$ cat src/mem_pkg.sv
// Data-path types for the TCM: word, byte enables, uncertain pattern, request struct
package mem_pkg;

   // Word geometry, fixed by the CPU load/store path
   localparam int DATA_W     = 64;
   localparam int DATA_BYTES = DATA_W / 8; // Byte lanes per word

   // One memory word
   typedef logic [DATA_W-1:0] data_t;

   // Byte write enable, bit i covers din[8*i +: 8]
   typedef logic [DATA_BYTES-1:0] be_t;

   // Pattern the SRAM model shows for one cycle after a write,
   // as the real cell output is not valid then
   localparam data_t UNCERTAIN_VAL = {(DATA_W / 2){2'b01}};

   // Request into the SRAM, 73 bits
   // Address is carried beside it since its width follows AW
   typedef struct packed {
      logic  re;  // Read strobe
      be_t   we;  // Per-byte write strobes
      data_t din; // Write data
   } mem_req_t;

   // Nothing requested
   localparam mem_req_t MEM_REQ_IDLE = '{
      re:  1'b0,
      we:  '0,
      din: '0
   };

   // Zero-fill write used by the init sweep, all lanes on
   localparam mem_req_t MEM_REQ_CLEAR = '{
      re:  1'b0,
      we:  '1,
      din: '0
   };

endpackage

$ cat src/tcm_ctrl_pkg.sv
// Control types for the TCM: init state encoding and the status bits seen by the mux and top
package tcm_ctrl_pkg;

   // Init sequence states
   typedef enum logic [1:0] {
      INIT_IDLE  = 2'd0, // Just out of reset
      INIT_CLEAR = 2'd1, // Zero sweep running
      INIT_READY = 2'd2  // SRAM handed to user port
   } init_state_e;

   // Status from the init FSM
   typedef struct packed {
      logic clearing; // Sweep owns the SRAM
      logic ready;    // User port owns the SRAM
   } ctrl_status_t;

   // Neither owner, the state right after reset
   localparam ctrl_status_t STATUS_IDLE = '{
      clearing: 1'b0,
      ready:    1'b0
   };

   // Sweep in progress
   localparam ctrl_status_t STATUS_CLEAR = '{
      clearing: 1'b1,
      ready:    1'b0
   };

   // Handover done, held until reset
   localparam ctrl_status_t STATUS_READY = '{
      clearing: 1'b0,
      ready:    1'b1
   };

endpackage

$ cat src/init_fsm.sv
// Init FSM: runs the zero sweep once after reset, then raises ready for the user port
module init_fsm
(
   input  logic                       CLK,
   input  logic                       rst_n,
   input  logic                       sweep_last, // Counter on top word
   output logic                       sweep_en,   // Step the counter
   output tcm_ctrl_pkg::ctrl_status_t status
);

   tcm_ctrl_pkg::init_state_e state_q; // Current state
   tcm_ctrl_pkg::init_state_e state_d; // Next state

   // Next state
   always_comb
   begin
      state_d = state_q;
      unique case (state_q)
         tcm_ctrl_pkg::INIT_IDLE:
         begin
            state_d = tcm_ctrl_pkg::INIT_CLEAR; // First edge out of reset
         end
         tcm_ctrl_pkg::INIT_CLEAR:
         begin
            if (sweep_last)
            begin
               state_d = tcm_ctrl_pkg::INIT_READY; // Top word written this edge
            end
         end
         tcm_ctrl_pkg::INIT_READY:
         begin
            state_d = tcm_ctrl_pkg::INIT_READY; // Sticky until reset
         end
         default:
         begin
            state_d = tcm_ctrl_pkg::INIT_IDLE;
         end
      endcase
   end

   always_ff @(posedge CLK or negedge rst_n)
   begin
      if (!rst_n)
      begin
         state_q <= tcm_ctrl_pkg::INIT_IDLE;
      end
      else
      begin
         state_q <= state_d;
      end
   end

   // Outputs decoded from state only
   always_comb
   begin
      unique case (state_q)
         tcm_ctrl_pkg::INIT_CLEAR: status = tcm_ctrl_pkg::STATUS_CLEAR;
         tcm_ctrl_pkg::INIT_READY: status = tcm_ctrl_pkg::STATUS_READY;
         default:                  status = tcm_ctrl_pkg::STATUS_IDLE;
      endcase
   end

   assign sweep_en = status.clearing; // One word per clearing cycle

endmodule

$ cat src/sram_sp_be.sv
// Single-port SRAM model with byte writes, registered read and uncertain output after writes
module sram_sp_be
#(
   parameter int AW = 6 // Word address width
)
(
   input  logic               CLK,
   input  logic               rst_n,
   input  mem_pkg::mem_req_t  req,  // re, we, din
   input  logic [AW-1:0]      addr, // Word address
   output mem_pkg::data_t     dout
);

   localparam int DEPTH = 1 << AW; // Words in the array

   mem_pkg::data_t mem [DEPTH]; // Storage array
   mem_pkg::data_t rd_q;        // Read data register
   logic           wr_any;      // Some lane written this cycle
   logic           wr_q;        // Write happened on last edge

   assign wr_any = |req.we;

   // Read register, loaded only on re
   // Same-edge write lands after, so the old word comes back
   always_ff @(posedge CLK)
   begin
      if (req.re)
      begin
         rd_q <= mem[addr];
      end
   end

   // Byte-lane write
   always_ff @(posedge CLK)
   begin
      for (int b = 0; b < mem_pkg::DATA_BYTES; b++)
      begin
         if (req.we[b])
         begin
            mem[addr][b*8 +: 8] <= req.din[b*8 +: 8]; // One lane
         end
      end
   end

   // Write flag for the output mux
   always_ff @(posedge CLK or negedge rst_n)
   begin
      if (!rst_n)
      begin
         wr_q <= 1'b0;
      end
      else
      begin
         wr_q <= wr_any;
      end
   end

   // Real cell drives junk in the cycle after a write,
   // model it with a fixed pattern so the CPU never relies on it
   always_comb
   begin
      if (wr_q)
      begin
         dout = mem_pkg::UNCERTAIN_VAL;
      end
      else
      begin
         dout = rd_q; // Held read data
      end
   end

endmodule

$ cat src/sweep_counter.sv
// Word address counter for the zero-fill sweep; steps while enabled and flags the last word
module sweep_counter
#(
   parameter int AW = 6 // Word address width
)
(
   input  logic          CLK,
   input  logic          rst_n,
   input  logic          sweep_en,   // Advance one word
   output logic [AW-1:0] sweep_addr, // Word being cleared
   output logic          sweep_last  // Current word is the top one
);

   logic [AW-1:0] cnt_q; // Current word
   logic [AW-1:0] cnt_d; // Next word

   // Natural wrap back to 0 after the top word
   always_comb
   begin
      if (sweep_en)
      begin
         cnt_d = cnt_q + 1'b1;
      end
      else
      begin
         cnt_d = cnt_q; // Hold
      end
   end

   always_ff @(posedge CLK or negedge rst_n)
   begin
      if (!rst_n)
      begin
         cnt_q <= '0; // Sweep starts at word 0
      end
      else
      begin
         cnt_q <= cnt_d;
      end
   end

   assign sweep_addr = cnt_q;
   assign sweep_last = &cnt_q; // All ones, last word

endmodule

$ cat src/tcm_port_mux.sv
// SRAM port mux: zero-fill writes during the sweep, user requests once ready, idle otherwise
module tcm_port_mux
#(
   parameter int AW = 6 // Word address width
)
(
   input  tcm_ctrl_pkg::ctrl_status_t status,
   input  logic [AW-1:0]              sweep_addr, // Word to clear
   input  mem_pkg::mem_req_t          user_req,
   input  logic [AW-1:0]              user_addr,
   output mem_pkg::mem_req_t          sram_req,
   output logic [AW-1:0]              sram_addr
);

   // Sweep has priority; the FSM never raises both
   always_comb
   begin
      if (status.clearing)
      begin
         sram_req  = mem_pkg::MEM_REQ_CLEAR; // All lanes, zero data
         sram_addr = sweep_addr;
      end
      else if (status.ready)
      begin
         sram_req  = user_req; // Straight through
         sram_addr = user_addr;
      end
      else
      begin
         // Before ready, user strobes are dropped here
         sram_req  = mem_pkg::MEM_REQ_IDLE;
         sram_addr = '0;
      end
   end

endmodule

$ cat src/tcm_top.sv
// TCM top level: init FSM, sweep counter, port mux and SRAM; one-cycle read to dout
module tcm_top
#(
   parameter int AW = 6 // Word address width, 64 words by default
)
(
   input  logic              CLK,
   input  logic              rst_n,
   input  mem_pkg::mem_req_t user_req, // re, we, din from the core
   input  logic [AW-1:0]     addr,     // Word address from the core
   output mem_pkg::data_t    dout,
   output logic              ready     // Init done, user port live
);

   tcm_ctrl_pkg::ctrl_status_t status;     // FSM status
   logic                       sweep_en;   // FSM to counter
   logic                       sweep_last; // Counter to FSM
   logic [AW-1:0]              sweep_addr; // Counter to mux
   mem_pkg::mem_req_t          sram_req;   // Mux to SRAM
   logic [AW-1:0]              sram_addr;

   init_fsm u_init_fsm (
      .CLK        (CLK),
      .rst_n      (rst_n),
      .sweep_last (sweep_last),
      .sweep_en   (sweep_en),
      .status     (status)
   );

   sweep_counter #(.AW(AW)) u_sweep_counter (
      .CLK        (CLK),
      .rst_n      (rst_n),
      .sweep_en   (sweep_en),
      .sweep_addr (sweep_addr),
      .sweep_last (sweep_last)
   );

   tcm_port_mux #(.AW(AW)) u_port_mux (
      .status     (status),
      .sweep_addr (sweep_addr),
      .user_req   (user_req),
      .user_addr  (addr),
      .sram_req   (sram_req),
      .sram_addr  (sram_addr)
   );

   sram_sp_be #(.AW(AW)) u_sram (
      .CLK   (CLK),
      .rst_n (rst_n),
      .req   (sram_req),
      .addr  (sram_addr),
      .dout  (dout)
   );

   assign ready = status.ready;

endmodule
$ cat config.mk
export PLATFORM = sky130hd
export DESIGN_NAME = tcm_top
export DESIGN_NICKNAME = d
export VERILOG_FILES = /design/src/mem_pkg.sv /design/src/tcm_ctrl_pkg.sv /design/src/init_fsm.sv /design/src/sram_sp_be.sv /design/src/sweep_counter.sv /design/src/tcm_port_mux.sv /design/src/tcm_top.sv
export SDC_FILE = /design/constraint.sdc
export NUM_CORES = 2
export LEC_CHECK = 0
export BUFFER_PORTS_ARGS = -buffer_cell sky130_fd_sc_hd__buf_2
export CORE_UTILIZATION = 59
export CTS_BUF_LIST = sky130_fd_sc_hd__clkbuf_4
export DETAILED_ROUTE_END_ITERATION = 8
export GPL_ROUTABILITY_DRIVEN = 1
export PLACE_DENSITY = 0.74
export SLEW_MARGIN = 20
export SYNTH_ARGS = -nofsm -noshare
export SYNTH_HDL_FRONTEND = slang
export SYNTH_SLANG_ARGS = --single-unit
$ cat constraint.sdc
create_clock -name CLK -period 3.09 [get_ports CLK]
set_input_delay 0.309 -clock CLK [delete_from_list [all_inputs] [get_ports CLK]]
set_output_delay 0.309 -clock CLK [all_outputs]
set_load 0.02 [all_outputs]
# Yosys cells after proc, flatten, opt, wreduce, memory -nomap -nowiden

Memory sizes are Yosys's and may differ from the RTL's. A register that Yosys moved wholly into a read port is not among the register bits.
Cells that the tools add are included.

Bits of input ports: 81
Logic and storage cells: 35
Flip-flop bits (word level): 9
RAM bits: 4,096
Memories kept: 1
Bits in latches: 0
Bits in read-only memories: 0
Output and inout bits: 65

Memories:

| memory     | words | width | rd ports | clocked after Yosys merged registers in | wr ports | line             | text |
|---|---|---|---|---|---|---|---|
| u_sram.mem | 64    | 64    | 1        | 1                                       | 1        | sram_sp_be.sv:16 | `mem_pkg::data_t mem [DEPTH];` |

Shift-type cells: 0
Divide/modulo/power cells: 0
Multipliers: 0
Equality and inequality tests: 3
Bitwise gates (word level): 0
$lt $le $gt $ge: 0
Reduce and logical (&&, ||, !) cells: 3
Muxes and demuxes: 24
Add/sub/neg operators: 1

Operators by type and width:

| cell                                                | count |
|---|---|
| two-way mux 73 bit                                  | 2 |
| two-way mux 64 bit                                  | 1 |
| two-way mux 1 bit                                   | 16 |
| two-way mux 6 bit                                   | 2 |
| OR reduction 8 bit                                  | 1 |
| adder 6 x 1 -> 6 bit, second input constant         | 1 |
| one-hot mux 2 bit (3 select lines)                  | 1 |
| AND reduction 6 bit                                 | 1 |
| one-hot mux 2 bit (2 select lines)                  | 1 |
| equality test 2 x 1 -> 1 bit, second input constant | 1 |
| equality test 2 bit, second input constant          | 1 |
| zero test 2 bit                                     | 1 |
| two-way mux 2 bit                                   | 1 |
| inequality test 2 bit, second input constant        | 1 |

# Longest topological paths before layout

Depth in word-level cells: 6
Depth in mapped cells: 15

# Cells and area by module

From an unflattened synthesis, not the netlist that was laid out.

Cells, all modules: 9,192
Area total of the unflattened synthesis: 159,609.3 um2

Modules (own cells, without submodules):

| module        | area an instance (um2) | sequential area each (um2) | cells an instance | instances |
|---|---|---|---|---|
| sram_sp_be    | 158,552.1              | 124,944.8                  | 9,070             | 1 |
| tcm_port_mux  | 639.4                  | 0.0                        | 90                | 1 |
| sweep_counter | 259.0                  | 150.1                      | 20                | 1 |
| init_fsm      | 158.9                  | 50.0                       | 12                | 1 |

# Worst setup path before layout

No wires, ideal clock.

Kind: reg-to-reg
Start point: register u_init_fsm.state_q[0]
End point: register u_sram.rd_q[0], read port of u_sram.mem (enable)
Required time: 2,661 ps
Period minus slack after synthesis: 3,410 ps
Buffers on the path: 2
Data arrival time: 2,982 ps
Cell stages (with the launch flop): 7
Setup slack: -320 ps
Cell sequence: dfrtp_1 inv_1 ha_1 buf_2 nor2b_1 clkbuf_1 and2_1

RTL lines:

| what                     | line             | text |
|---|---|---|
| start: declaration       | init_fsm.sv:11   | `tcm_ctrl_pkg::init_state_e state_q;` |
| start signal: assignment | init_fsm.sv:45   | `state_q <= tcm_ctrl_pkg::INIT_IDLE;` |
| start signal: assignment | init_fsm.sv:49   | `state_q <= state_d;` |
| end: declaration         | sram_sp_be.sv:17 | `mem_pkg::data_t rd_q;` |

# Worst setup path in the final report

Start point: register u_init_fsm.state_q[0]
End point: register u_sram.rd_q[42], read port of u_sram.mem (data pin)

Word-level cells in the longest chain between the ends: 4
Elaborated cells between the ends (all ways): 7
Those cells by class: 2 x eq/ne; 5 x mux

Ends and longest elaborated chain:

| what                                                                       | line               | text |
|---|---|---|
| equality test 2 bit / equality test 2 x 1 -> 1 bit (equally long branches) | init_fsm.sv:56     | `unique case (state_q)` |
| one-hot mux 2 bit (2 select lines) (*)                                     | init_fsm.sv:56     |  |
| two-way mux 6 bit / two-way mux 73 bit (equally long branches)             | tcm_port_mux.sv:23 | `else if (status.ready)` |
| two-way mux 6 bit / two-way mux 73 bit (equally long branches)             | tcm_port_mux.sv:18 | `if (status.clearing)` |

Every way passes the cells marked *; elsewhere a longest branch is shown, timed or not.
A chain may end at the register's enable or synchronous reset.

==> impl_metrics.py <==
metrics = {
    "drt": {
        "drt_iter0_drc": 17300,
        "ant_nets": 0,
        "drc": 0,
        "vias": 109000,
        "routedWlPerCell_um": 30.5,
        "wl_um": 506000,
        "first_pass_iters": 7,
        "vias_per_cell": 6.54,
    },
    "cts": {
        "clk_pin_slew_ps": 90,
        "cts_buffer_depth": 4,
        "worstSkewPairLatency_ps": 1470,
        "clockRootBuffer": "clkbuf_4",
        "htree_levels": 6,
        "clkSinkCount": 4169,
        "cts_tree": "built",
        "cts-buffers-inserted": 960,
    },
    "outcome": {
        "failed_checks": "setup timing",
        "status": "finished, violations left",
    },
    "sta": {
        "final-setup-viol-count": 1261,
        "fin_crit_sh": 1.16,
        "period_needed_ps": 3580,
        "finalMaxSlewViolations": 0,
        "rsz0062_at_grt": "true",
        "clock_skew_ps": 137,
        "hold_viol_final": 0,
        "fmaxAchievable_mhz": 279,
        "worstMarginPinSlew_ps": 881,
        "setup_ws_ps": -488,
        "fin_hold_ws_ps": 107,
        "maxSlewHeadroom": 0.410,
    },
    "yosys": {
        "synth_area_um2": 160000,
        "async_reset_ff_frac": 0.00216,
        "synth_fa_ha_area_frac": 0.000392,
        "syn_inst": 9747,
        "synthXorXnorAreaFrac": 0.000274,
        "yosys.area_share.simple": 0.0499,
        "yosys_warnings": 0,
        "syn_nets": 9833,
        "yosysSeqAreaShare": 0.784,
        "synth_edf_count": 4160,
        "yosysUniqueCellTypes": 63,
        "syn_area_per_cell_um2": 16.4,
        "synth_top_family_by_area": "compound AO/OA/AOI/OAI gates",
        "ys_ff_latch": 4169,
        "synth_compound_area_frac": 0.0952,
        "synth_top_flop_cell": "edfxtp_1",
        "muxShareOfSynthArea": 0.0531,
    },
    "power_and_ir_drop": {
        "p_leak_nw": 65.0,
        "power_density_nw_per_um2": 525,
        "max-vdd-ir-drop_v": 0.000342,
    },
    "die": {
        "core_area_um2": 268000,
        "die_w_um": 522,
        "io_pins": 146,
        "die_area_um2": 273000,
        "fp.dieH_um": 522,
        "num_rows": 190,
        "start_util": 0.595,
    },
    "placed_design": {
        "routabilityCongestion": 0.951,
        "dp_hpwl_um": 308000,
        "portBuffers": 145,
    },
    "cells_and_area": {
        "syn2layout_area_growth_pct": 24.9,
        "fillerInstances": 14700,
        "regArea_um2": 125000,
        "utilization": 0.743,
        "multi_input_area_um2": 34800,
        "mostFrequentLayoutCells": "edfxtp_1 (4160), buf_4 (1416), clkbuf_4 (1378)",
        "final_common_cell": "edfxtp_1",
        "final_layout_size_suffix_gt1_frac": 0.318,
        "fin_nets": 12400,
    },
    "worst_setup_path": {
        "critPathRequiredTime_ps": 4200,
        "crit_path_end_kind": "flip-flop",
        "start_kind": "flip-flop",
        "arrival_ps": 4680,
        "worstPathMaxFanout": 15,
        "crit_type": "reg -> reg",
    },
    "global_routing": {
        "grt-ovfl-total": 0,
        "grt_pass1_vias": 105000,
        "grt_start_max_net_pins": 66,
        "grt_antenna_before_repair": 38,
        "grt_pass1_wl_um": 699000,
        "grt_use_total": 0.355,
    },
    "flow_run": {
        "cap_violations": 0,
    },
    "min_path": {
        "min_path_type": "in -> reg",
    },
}
==> cells in the mapped netlist (all sizes together), types with 5 or more instances <==
library cell | instances | share of area
or2 | 33 | 0.0013
nand4 | 36 | 0.0014
o31a | 32 | 0.0018
mux2i | 787 | 0.049
or4 | 40 | 0.0019
dfrtp | 9 | 0.0014
a211oi | 7 | 0.00036
o22a | 86 | 0.0047
nand2 | 989 | 0.023
and2 | 69 | 0.0027
a221o | 102 | 0.0064
o2111a | 17 | 0.0012
and3 | 6 | 0.00024
nor2b | 33 | 0.0013
nand3 | 20 | 0.00063
nor2 | 548 | 0.013
clkbuf | 357 | 0.0084
ha | 5 | 0.00039
a222oi | 73 | 0.0046
a22oi | 288 | 0.014
a221oi | 34 | 0.0019
o2111ai | 26 | 0.0014
o22ai | 318 | 0.012
edfxtp | 4160 | 0.78
nor4 | 27 | 0.0011
o21ai | 190 | 0.0060
a21oi | 562 | 0.018
nor3 | 53 | 0.0017
o31ai | 72 | 0.0034
mux2 | 53 | 0.0037
or3 | 19 | 0.00074
o41ai | 17 | 0.00093
a31oi | 78 | 0.0031
a21o | 8 | 0.00038
a22o | 270 | 0.015
buf | 290 | 0.0089
==> power by group <==
part / internal (mW) / switching (mW) / total, mW
clock network: 21.5 / 21.7 / 43.3
registers: 61.2 / 0 / 61.2
logic: 0.137 / 0.0617 / 0.199
total: 82.9 / 21.8 / 105
==> repair_timing <==
action,4_1_cts,5_1_grt
pin swaps,96,204
buffers inserted,83,132
gates cloned,32,20
endpoints found under the setup margin,1366,1196
resized for setup,462,431
endpoints found under the hold margin,6528,0
hold buffers,123,0
==> through the flow <==
| step | worst slack, ps | instance area, µm² | setup TNS, ps | std cells | total power [mW] |
|---|---|---|---|---|---|
| 6_report | -488 | 199000 | -100480 | 16600 | 105 |
| 5_1_grt | -499 | 199000 | -191880 | 16600 | 108 |
| 4_1_cts | -247 | 196000 | -12520 | 16400 | 105 |
| 3_5_place_dp | -607 | 179000 | -154000 | 14500 | 62.5 |
| 3_3_place_gp | -571 | 179000 | -62050 | 14500 | 62.5 |
| 2_1_floorplan | -142 | 160000 | -258020 | 9747 | 62.4 |
==> final cells by class <==
type,instances,share of cell area
sequential,4169,0.628
tap,3552,0.0223
timing repair buffer,2212,0.115
clock inverter,321,0.00858
clock buffer,1378,0.0519
antenna,41,0.000514
multi-input combinational,4929,0.174
inverter,2,0.0000376
==> worst max-delay path, cell delays in order, from the launching register on <==
cell and delay [ps]:
dfrtp_1 440, inv_2 120, ha_4 190, nand3b_1 280, nand2_8 260, buf_16 190, buf_12 150, buf_16 150
buf_4 240, mux2i_1 220, o22ai_1 90, o31a_1 370, nor4_2 400, nand4_1 160
==> registers in the layout, summed over array words and instances (netlist names) <==
register,count
u_sram.mem,4096
u_init_fsm.state_q,2
u_sram.rd_q,64
u_sweep_counter.sweep_addr,6
u_sram.wr_q,1
==> path summary, 6_finish.rpt <==
check / slack [ps] / startpoint / depth (start not counted) / endpoint
worst max-delay path: -490 / u_init_fsm.state_q[0]$_DFFE_PN0P_ / 13 / u_sram.rd_q[42]$_DFFE_PP_
worst min-delay path: 110 / user_req[7] / 4 / u_sram.mem[16][7]$_DFFE_PP_
worst max register to register: -490 / u_init_fsm.state_q[0]$_DFFE_PN0P_ / 13 / u_sram.rd_q[42]$_DFFE_PP_
worst min register to register: 520 / u_sweep_counter.sweep_addr[5]$_DFFE_PN0P_ / 1 / u_sweep_counter.sweep_addr[5]$_DFFE_PN0P_
max in group asynchronous: 2040 / rst_n / 4 / u_sram.wr_q$_DFF_PN0_
min in group asynchronous: 590 / rst_n / 4 / u_sweep_counter.sweep_addr[4]$_DFFE_PN0P_
==> cells by family after synthesis <==
group,Yosys count
AOI/OAI and AO/OA,2193
xor gates and xnor gates,5
adders and majority gates,5
buffers and inverters,649
DFF,4169
muxes,840
and+or+nand+nor,1886
==> layer usage <==
metal  share of wire  track usage
met2            0.45        0.542
met4           0.061        0.182
met1            0.34        0.474
met5         0.00035            0
met3            0.15       0.0937
(Power assumes the default switching activity.)
